==> config.mk <==
export PLATFORM = sky130hd
export DESIGN_NAME = cpu_top
export DESIGN_NICKNAME = d
export VERILOG_FILES = /design/src/verilog/cpu_pkg.sv /design/src/verilog/cpu_alu.sv /design/src/verilog/cpu_decoder.sv /design/src/verilog/cpu_regfile.sv /design/src/verilog/cpu_control.sv /design/src/verilog/cpu_top.sv
export SDC_FILE = /design/constraint.sdc
export NUM_CORES = 1
export LEC_CHECK = 0
export BUFFER_PORTS_ARGS = -buffer_cell sky130_fd_sc_hd__clkbuf_2
export CORE_ASPECT_RATIO = 1.2
export CORE_MARGIN = 3
export CORE_UTILIZATION = 40
export CTS_CLUSTER_DIAMETER = 40
export DETAILED_ROUTE_END_ITERATION = 10
export PLACE_DENSITY_LB_ADDON = 0.25
export SYNTH_ARGS = -nofsm -noshare
export SYNTH_HDL_FRONTEND = slang
export SYNTH_SLANG_ARGS = --single-unit
==> constraint.sdc <==
create_clock -name clk -period 5.95 [get_ports clk]
set_input_delay 0.2975 -clock clk [delete_from_list [all_inputs] [get_ports clk]]
set_output_delay 0.2975 -clock clk [all_outputs]
set_load 0.1 [all_outputs]
==> src/verilog/cpu_pkg.sv <==
//----------------------------------------------------------------------
// Subset 6502 types, binary arithmetic only (D is stored, never used)
//----------------------------------------------------------------------
package cpu_pkg;

  //----------------------------------------------------------------------
  // Opcodes, real 6502 encodings
  //----------------------------------------------------------------------
  localparam logic [7:0] LDA_IMM = 8'hA9;
  localparam logic [7:0] LDA_ABS = 8'hAD;
  localparam logic [7:0] ADC_IMM = 8'h69;
  localparam logic [7:0] ADC_ABS = 8'h6D;
  localparam logic [7:0] AND_IMM = 8'h29;
  localparam logic [7:0] AND_ABS = 8'h2D;
  localparam logic [7:0] ORA_IMM = 8'h09;
  localparam logic [7:0] ORA_ABS = 8'h0D;
  localparam logic [7:0] STA_ABS = 8'h8D;
  localparam logic [7:0] JMP_ABS = 8'h4C;
  localparam logic [7:0] NOP     = 8'hEA;

  // Status register bit positions
  localparam int ST_N = 7;
  localparam int ST_V = 6;
  localparam int ST_U = 5;   // Reads as one
  localparam int ST_B = 4;
  localparam int ST_D = 3;
  localparam int ST_I = 2;
  localparam int ST_Z = 1;
  localparam int ST_C = 0;

  // Reset vector, little endian
  localparam logic [15:0] RESET_LO = 16'hFFFC;
  localparam logic [15:0] RESET_HI = 16'hFFFD;

  typedef enum logic [1:0] {
    ALU_SUM  = 2'b00,   // A + B + C
    ALU_AND  = 2'b01,
    ALU_OR   = 2'b10,
    ALU_PASS = 2'b11    // B straight through, used by LDA
  } alu_op_t;

  typedef enum logic [1:0] {
    MODE_IMPL    = 2'b00,   // Opcode only
    MODE_IMM     = 2'b01,   // Opcode + data byte
    MODE_ABS     = 2'b10,   // Opcode + 16-bit address
    MODE_ILLEGAL = 2'b11
  } addr_mode_t;

  //----------------------------------------------------------------------
  // Shared records
  //----------------------------------------------------------------------
  typedef struct packed {
    addr_mode_t mode;
    alu_op_t    alu_op;
    logic       store;      // STA
    logic       jump;       // JMP
    logic       writes_a;
    logic       sets_cv;    // ADC only
  } dec_t;

  typedef struct packed {
    alu_op_t    op;
    logic [7:0] a;
    logic [7:0] b;
    logic       carry_in;
  } alu_req_t;

  typedef struct packed {
    logic [7:0] y;
    logic       n;
    logic       z;
    logic       c;
    logic       v;
  } alu_res_t;

  typedef struct packed {
    logic     valid;
    alu_res_t res;
    logic     sets_cv;
    logic     writes_a;
  } wb_t;

endpackage

==> src/verilog/cpu_alu.sv <==
//----------------------------------------------------------------------
// Binary ALU, result registered one cycle after the request
//----------------------------------------------------------------------
`timescale 1ns/1ns

module cpu_alu
  import cpu_pkg::*;
(
  input  logic     clk,
  input  logic     resetn,
  input  alu_req_t req,
  output alu_res_t res
);

  logic [8:0] sum;     // Ninth bit is carry out
  alu_res_t   nxt;

  always_comb begin
    sum   = {1'b0, req.a} + {1'b0, req.b} + {8'd0, req.carry_in};
    nxt   = '0;
    nxt.c = req.carry_in;   // Logical ops keep C
    nxt.v = 1'b0;           // Ignored unless sets_cv
    case (req.op)
      ALU_SUM: begin
        nxt.y = sum[7:0];
        nxt.c = sum[8];
        // Signed overflow: like-signed inputs, result sign differs
        nxt.v = (req.a[7] == req.b[7]) && (sum[7] != req.a[7]);
      end
      ALU_AND: nxt.y = req.a & req.b;
      ALU_OR:  nxt.y = req.a | req.b;
      default: nxt.y = req.b;   // PASS
    endcase
    nxt.n = nxt.y[7];
    nxt.z = (nxt.y == 8'h00);
  end

  // Lines up with the write-back slot in FETCH
  always_ff @(posedge clk) begin
    res <= nxt;
  end

  // Sequencer never presents an unknown or undefined operation
  a_op_legal: assert property (@(posedge clk) disable iff (!resetn)
    req.op inside {ALU_SUM, ALU_AND, ALU_OR, ALU_PASS});

endmodule

==> src/verilog/cpu_decoder.sv <==
//----------------------------------------------------------------------
// Opcode decode, combinational; unknown opcodes give MODE_ILLEGAL
//----------------------------------------------------------------------
`timescale 1ns/1ns

module cpu_decoder
  import cpu_pkg::*;
(
  input  logic [7:0] ir,
  output dec_t       dec
);

  //----------------------------------------------------------------------
  // Addressing mode, sets the instruction length
  //----------------------------------------------------------------------
  always_comb begin
    dec      = '0;
    dec.mode = MODE_ILLEGAL;   // Default sends the sequencer to HALT
    case (ir)
      NOP: dec.mode = MODE_IMPL;
      LDA_IMM, ADC_IMM, AND_IMM, ORA_IMM: dec.mode = MODE_IMM;
      LDA_ABS, ADC_ABS, AND_ABS, ORA_ABS,
      STA_ABS, JMP_ABS: dec.mode = MODE_ABS;
      default: dec.mode = MODE_ILLEGAL;
    endcase

    // Operation and destination
    dec.alu_op = ALU_PASS;
    case (ir)
      LDA_IMM, LDA_ABS: begin
        dec.alu_op   = ALU_PASS;
        dec.writes_a = 1'b1;
      end
      ADC_IMM, ADC_ABS: begin
        dec.alu_op   = ALU_SUM;
        dec.writes_a = 1'b1;
        dec.sets_cv  = 1'b1;
      end
      AND_IMM, AND_ABS: begin
        dec.alu_op   = ALU_AND;
        dec.writes_a = 1'b1;
      end
      ORA_IMM, ORA_ABS: begin
        dec.alu_op   = ALU_OR;
        dec.writes_a = 1'b1;
      end
      STA_ABS: dec.store = 1'b1;   // A goes out on the bus
      JMP_ABS: dec.jump  = 1'b1;   // Operand becomes PC
      default: dec.alu_op = ALU_PASS;
    endcase
  end

endmodule

==> src/verilog/cpu_regfile.sv <==
//----------------------------------------------------------------------
// A and P registers; B, D and I stay at reset value
//----------------------------------------------------------------------
`timescale 1ns/1ns

module cpu_regfile
  import cpu_pkg::*;
(
  input  logic       clk,
  input  logic       resetn,
  input  wb_t        wb,
  output logic [7:0] acc,
  output logic [7:0] status
);

  // Write-back lands on the edge that ends FETCH
  always_ff @(posedge clk) begin
    if (!resetn) begin
      acc    <= 8'h00;
      status <= 8'h20;   // Only U set
    end else if (wb.valid) begin
      if (wb.writes_a) begin
        acc <= wb.res.y;
      end
      // N and Z follow every ALU result
      status[ST_N] <= wb.res.n;
      status[ST_Z] <= wb.res.z;
      if (wb.sets_cv) begin   // Carry chain for ADC
        status[ST_C] <= wb.res.c;
        status[ST_V] <= wb.res.v;
      end
    end
  end

  // U survives reset and every write-back
  a_u_set: assert property (@(posedge clk) disable iff (!resetn)
    status[ST_U]);

endmodule

==> src/verilog/cpu_control.sv <==
//----------------------------------------------------------------------
// One-hot sequencer; one instruction at a time, halts on bad opcode
//----------------------------------------------------------------------
`timescale 1ns/1ns

module cpu_control
  import cpu_pkg::*;
(
  input  logic        clk,
  input  logic        resetn,
  input  logic [7:0]  rd_data,
  output logic [15:0] address,
  output logic [7:0]  wr_data,
  output logic        wr_en,
  output logic        sync,
  input  dec_t        dec,
  output logic [7:0]  ir,
  output alu_req_t    alu_req,
  input  alu_res_t    alu_res,
  output wb_t         wb,
  input  logic [7:0]  acc,
  input  logic [7:0]  status
);

  // State bit indices
  localparam int RESET    = 0;
  localparam int VECTOR_1 = 1;
  localparam int VECTOR_2 = 2;
  localparam int FETCH    = 3;
  localparam int DECODE   = 4;
  localparam int ABS_1    = 5;
  localparam int ABS_2    = 6;
  localparam int HALT     = 7;

  logic [7:0]  state;
  logic [7:0]  next;
  logic [15:0] pc;
  logic [15:0] pc_nxt;
  logic [15:0] addr_nxt;
  logic [7:0]  op_lo;        // Operand low byte
  logic        issue;        // ALU request valid this cycle
  logic        wb_pending;
  logic        wb_a;
  logic        wb_cv;

  //----------------------------------------------------------------------
  // Next state, PC and bus address
  //----------------------------------------------------------------------
  always_comb begin
    next     = '0;
    pc_nxt   = pc;
    addr_nxt = address;
    case (1'b1)
      state[RESET]: begin
        next[VECTOR_1] = 1'b1;
        addr_nxt       = RESET_LO;
      end
      state[VECTOR_1]: begin
        next[VECTOR_2] = 1'b1;
        pc_nxt         = {pc[15:8], rd_data};   // Vector low byte
        addr_nxt       = RESET_HI;
      end
      state[VECTOR_2]: begin
        next[FETCH] = 1'b1;
        pc_nxt      = {rd_data, pc[7:0]};
        addr_nxt    = {rd_data, pc[7:0]};
      end
      state[FETCH]: begin
        next[DECODE] = 1'b1;
        addr_nxt     = pc + 16'd1;
      end
      state[DECODE]: begin
        case (dec.mode)
          MODE_IMPL: begin
            next[FETCH] = 1'b1;
            pc_nxt      = pc + 16'd1;
            addr_nxt    = pc + 16'd1;
          end
          MODE_IMM: begin   // Operand is on rd_data now
            next[FETCH] = 1'b1;
            pc_nxt      = pc + 16'd2;
            addr_nxt    = pc + 16'd2;
          end
          MODE_ABS: begin
            next[ABS_1] = 1'b1;
            addr_nxt    = pc + 16'd2;
          end
          default: next[HALT] = 1'b1;
        endcase
      end
      state[ABS_1]: begin
        if (dec.jump) begin
          next[FETCH] = 1'b1;
          pc_nxt      = {rd_data, op_lo};
          addr_nxt    = {rd_data, op_lo};
        end else begin
          next[ABS_2] = 1'b1;
          pc_nxt      = pc + 16'd3;
          addr_nxt    = {rd_data, op_lo};   // Data cycle address
        end
      end
      state[ABS_2]: begin
        next[FETCH] = 1'b1;
        addr_nxt    = pc;
      end
      default: next[HALT] = 1'b1;   // HALT holds, bus frozen
    endcase
  end

  // Immediate issues in DECODE, absolute loads in ABS_2
  assign issue = (state[DECODE] && dec.mode == MODE_IMM) ||
                 (state[ABS_2] && !dec.store);

  always_comb begin
    alu_req.op       = dec.alu_op;
    alu_req.a        = acc;
    alu_req.b        = rd_data;
    alu_req.carry_in = status[ST_C];
  end

  // Deferred write-back, presented in the next FETCH
  always_comb begin
    wb.valid    = state[FETCH] && wb_pending;
    wb.res      = alu_res;
    wb.sets_cv  = wb_cv;
    wb.writes_a = wb_a;
  end

  //----------------------------------------------------------------------
  // Control registers
  //----------------------------------------------------------------------
  always_ff @(posedge clk) begin
    if (!resetn) begin
      state      <= 8'b1 << RESET;
      address    <= RESET_LO;
      sync       <= 1'b0;
      wr_en      <= 1'b0;
      wb_pending <= 1'b0;
    end else begin
      state   <= next;
      address <= addr_nxt;
      sync    <= next[FETCH];   // Opcode read cycle
      wr_en   <= state[ABS_1] && dec.store && !dec.jump;
      if (issue) begin
        wb_pending <= 1'b1;
      end else if (state[FETCH]) begin
        wb_pending <= 1'b0;
      end
    end
  end

  // Datapath registers
  always_ff @(posedge clk) begin
    pc <= pc_nxt;
    if (state[FETCH]) ir <= rd_data;
    if (state[DECODE]) op_lo <= rd_data;
    if (state[ABS_1]) wr_data <= acc;   // A already holds prior result
    if (issue) begin
      wb_a  <= dec.writes_a;
      wb_cv <= dec.sets_cv;
    end
  end

  a_state_onehot: assert property (@(posedge clk) disable iff (!resetn)
    $onehot(state));

  // Store strobe only in the STA data cycle
  a_wr_en_abs2: assert property (@(posedge clk) disable iff (!resetn)
    wr_en |-> state[ABS_2] && dec.store);

  // Write-back always follows an ALU request by one cycle
  a_wb_align: assert property (@(posedge clk) disable iff (!resetn)
    wb.valid |-> $past(issue));

endmodule

==> src/verilog/cpu_top.sv <==
//----------------------------------------------------------------------
// 6502 subset core; async-read byte memory, single-cycle write strobe
//----------------------------------------------------------------------
`timescale 1ns/1ns

module cpu_top
  import cpu_pkg::*;
(
  input  logic        clk,
  input  logic        resetn,
  input  logic [7:0]  rd_data,   // Byte at address, same cycle
  output logic [15:0] address,
  output logic [7:0]  wr_data,
  output logic        wr_en,
  output logic        sync       // Opcode fetch
);

  logic [7:0] ir;
  dec_t       dec;
  alu_req_t   alu_req;
  alu_res_t   alu_res;
  wb_t        wb;
  logic [7:0] acc;
  logic [7:0] status;

  cpu_control u_control (
    .clk     (clk),
    .resetn  (resetn),
    .rd_data (rd_data),
    .address (address),
    .wr_data (wr_data),
    .wr_en   (wr_en),
    .sync    (sync),
    .dec     (dec),
    .ir      (ir),
    .alu_req (alu_req),
    .alu_res (alu_res),
    .wb      (wb),
    .acc     (acc),
    .status  (status)
  );

  cpu_decoder u_decoder (
    .ir  (ir),
    .dec (dec)
  );

  cpu_alu u_alu (
    .clk    (clk),
    .resetn (resetn),
    .req    (alu_req),
    .res    (alu_res)
  );

  cpu_regfile u_regfile (
    .clk    (clk),
    .resetn (resetn),
    .wb     (wb),
    .acc    (acc),
    .status (status)
  );

endmodule

==> results.txt <==
outcome -> completed
clock slew at reported path FFs -> 70 ps
maximum clock path buffer count -> 2
total CTS buffers -> 9
switching part of the total -> 24.9%
Async SR Flop Fraction -> 0%
Syn Inst Count -> 636
drt pass-1 iters -> 6
kind of critical path -> flip-flop to flip-flop
TritonCTS clock tree -> built
CP max stage delay -> 730 ps
most common cell after layout, fill and taps aside -> nor2_1
ranking of synthesized cells by area -> edfxtp_1 22%, dfxtp_1 15%, ha_1 5.3%
post-synthesis compound-gate area fraction -> 22.3%
slowest cell on the critical path -> edfxtp_1
fraction of the mapped netlist area in simple logic gates -> 18.8%
P&R area growth vs syn -> 10.7%
measured slew at the worst slew-check pin -> 1120 ps
die width -> 114 um
yosys warns -> 0
switching pwr -> 0.345 mW
CTS sink count -> 85
global-route wire length before repair -> 29.8 mm
post-route insts no fill -> 820
Synth Area in Adders -> 6.03%
core box area -> 13500 um2
number of antenna repair diodes -> 0
GRT overflow -> 0
top_reg_cell synth -> dfxtp_1
RSZ-0062 raised after global routing -> false
hold crit path type -> input port to flip-flop
FP Rows -> 46
post-synthesis cell area -> 5650 um2
layout cell share with drive strength beyond 1 -> 11.2%
syn nets -> 672
Max Cap Viol -> 0
number of synthesized flops with an enable pin -> 42
residual DRC count -> 0
crit path to -> u_control.pc[8]$_DFFE_PP_
clock power share -> 46.8%
Mapped Avg Cell Area -> 8.88 um2
dpl cells -> 804
post-synthesis mux area share -> 4.19%
Port Buffers -> 35
power density over the cells -> 222 nW/um2
Seq/Total Area, Yosys -> 37.6%
I/O Pins -> 36
largest net degree at the start of global routing -> 37
number of setup buffers added after CTS -> 0
Data arrival, critical path -> 3630 ps
r2r worst-path depth -> 9
root buf cell -> clkbuf_16
Pint -> 1.04 mW
Final Setup Violations -> 0
IR Drop Worst-Case VDD -> 0.113 mV
CTS HTree Levels -> 3
Post-CTS Hold Buffers -> 0
HPWL Detailed -> 13.5 mm
Avg WL per Cell -> 23.8 um
Slew Viols, Final -> 0
biggest area consumer among synthesized cells -> edfxtp_1
Finished Core Util -> 46.2%
Antenna Nets Post-Route -> 0
Worst slew margin -> 25.5%
Synth cell types -> 78
post-synthesis xor/xnor area fraction -> 5.12%
DR iter-0 viols -> 623
via count -> 5334
FMAX -> 284 MHz
Avg Vias per Cell -> 6.50
Flop pwr share -> 45.9%
crit share post-route -> 59.1%
Gate power share -> 7.4%
area fraction of the dominant cell type after synthesis -> 22.3%
LEAKAGE -> 2.39 nW
critical path capture point type -> flip-flop
crit path from -> u_control.ir[5]$_DFFE_PP_
combinational family with the most area after synthesis -> compound AO/OA/AOI/OAI gates
final hold vios -> 0
FF-to-FF Start -> u_control.ir[5]$_DFFE_PP_
gr usage total -> 25.2%
clock skew -> 7.20 ps
clock latency on the worst-skew pair -> 360 ps
die area -> 15600 um2
initial antenna violation count -> 0
critical path peak fanout -> 20
CP cell instances -> inv_1 -> a21oi_1 -> o21ai_0 -> nor2_1 -> ha_1 -> mux2i_1 -> mux2i_1 -> a21oi_1 -> o32a_1
r2r setup slk -> 2430 ps
FF+latch count, synth -> 85
crit start category -> flip-flop
RR Endpoint -> u_control.pc[8]$_DFFE_PP_
Worst EP required -> 6060 ps
Layout Nets -> 683
number of global-route vias before repair -> 5199
setup TNS -> 0 ps
Post-Route WL -> 19.5 mm
Starting Density -> 41.7%
GP Congestion -> 1.01
post-CTS sizing -> 0
commonest cells after routing, fill and taps aside -> 70 x nor2_1, 45 x a21oi_1, 43 x dfxtp_1
die height -> 136 um
Tmin final -> 3520 ps
[layout make-up]
type                            count  area, um2
Fill cell                        1287       7280
Multi-Input combinational cell    468       3190
Sequential cell                    85       2120
Timing Repair Buffer               45        250
Clock buffer                       10        239
Tap cell                          168        210
Inverter                           38        143
Clock inverter                      6       97.6
[power by group through the flow]
stage / Clock, mW / Sequential (mW) / Combinational, mW
4_1_cts: 0.656 / 0.634 / 0.100
3_5_place_dp: 0 / 0.647 / 0.100
6_report: 0.648 / 0.635 / 0.102
2_1_floorplan: 0 / 0.647 / 0.0612
5_1_grt: 0.678 / 0.635 / 0.109
3_3_place_gp: 0 / 0.647 / 0.0982
[cells in the mapped netlist (all sizes together), types with 7 or more instances]
master,number
a211oi,10
a21oi,45
a221oi,10
a31oi,11
and3,7
buf,19
clkbuf,26
dfxtp,43
edfxtp,42
ha,24
inv,38
mux2i,18
nand2,29
nand3,13
nand4,9
nor2,70
nor3,24
nor4,7
o211ai,8
o21ai,30
xnor2,23
xor2,10
[worst max-delay path, delay by kind of cell (launching register included)]
family                     cells  cell delay (ps)
muxes                          2              910
AOI/OAI and AO/OA              4              730
adders and majority gates      1              430
DFF                            1              730
and+or+nand+nor                1              200
buffers and inverters          1              250
[through the flow]
step           worst slack (ps)  power [mW]  hold WS (ps)  instance area, um2
6_report                   2430        1.38           248                6250
3_3_place_gp               2670       0.745           442                5910
4_1_cts                    2520        1.39           246                6250
2_1_floorplan              2980       0.708           396                5650
5_1_grt                    2090        1.42           256                6250
3_5_place_dp               2540       0.747           461                5910
[metal layers]
metal,vias to the layer above,global-route usage (%),wire length (um)
li1,2407,-,-
met1,2599,31.3,7850
met3,67,5.48,1460
met4,0,14.7,1010
met2,261,40.1,9180
met5,-,0,0
[sequential cells by signal (all words and copies together), names as in the netlist, 6 cells and up]
signal	count
u_control.address	16
u_control.wr_data	8
u_control.pc	16
u_regfile.acc	8
u_alu.res	9
u_control.ir	8
u_control.op_lo	8
u_control.state	6
[worst min path at each step]
stage,from,slack [ps],cells past startpoint,to
2_1_floorplan,rd_data[0],400,0,u_control.ir[0]$_DFFE_PP_
5_1_grt,resetn,260,3,u_control.address[0]$_SDFFE_PP0P_
3_3_place_gp,u_alu.res[6]$_DFF_P_,440,2,u_regfile.acc[2]$_SDFFE_PN0P_
3_5_place_dp,u_alu.res[11]$_DFF_P_,460,2,u_regfile.acc[7]$_SDFFE_PN0P_
4_1_cts,resetn,250,3,u_control.address[0]$_SDFFE_PP0P_
6_report,resetn,250,3,u_control.wr_en$_SDFF_PN0_
[logic make-up after synthesis]
logic type	after synthesis
adders and majority gates	26
AOI/OAI and AO/OA	183
DFF	85
and+or+nand+nor	203
buffers and inverters	83
xor gates and xnor gates	33
muxes	23
No activity file was read; power rests on OpenSTA's default activity.
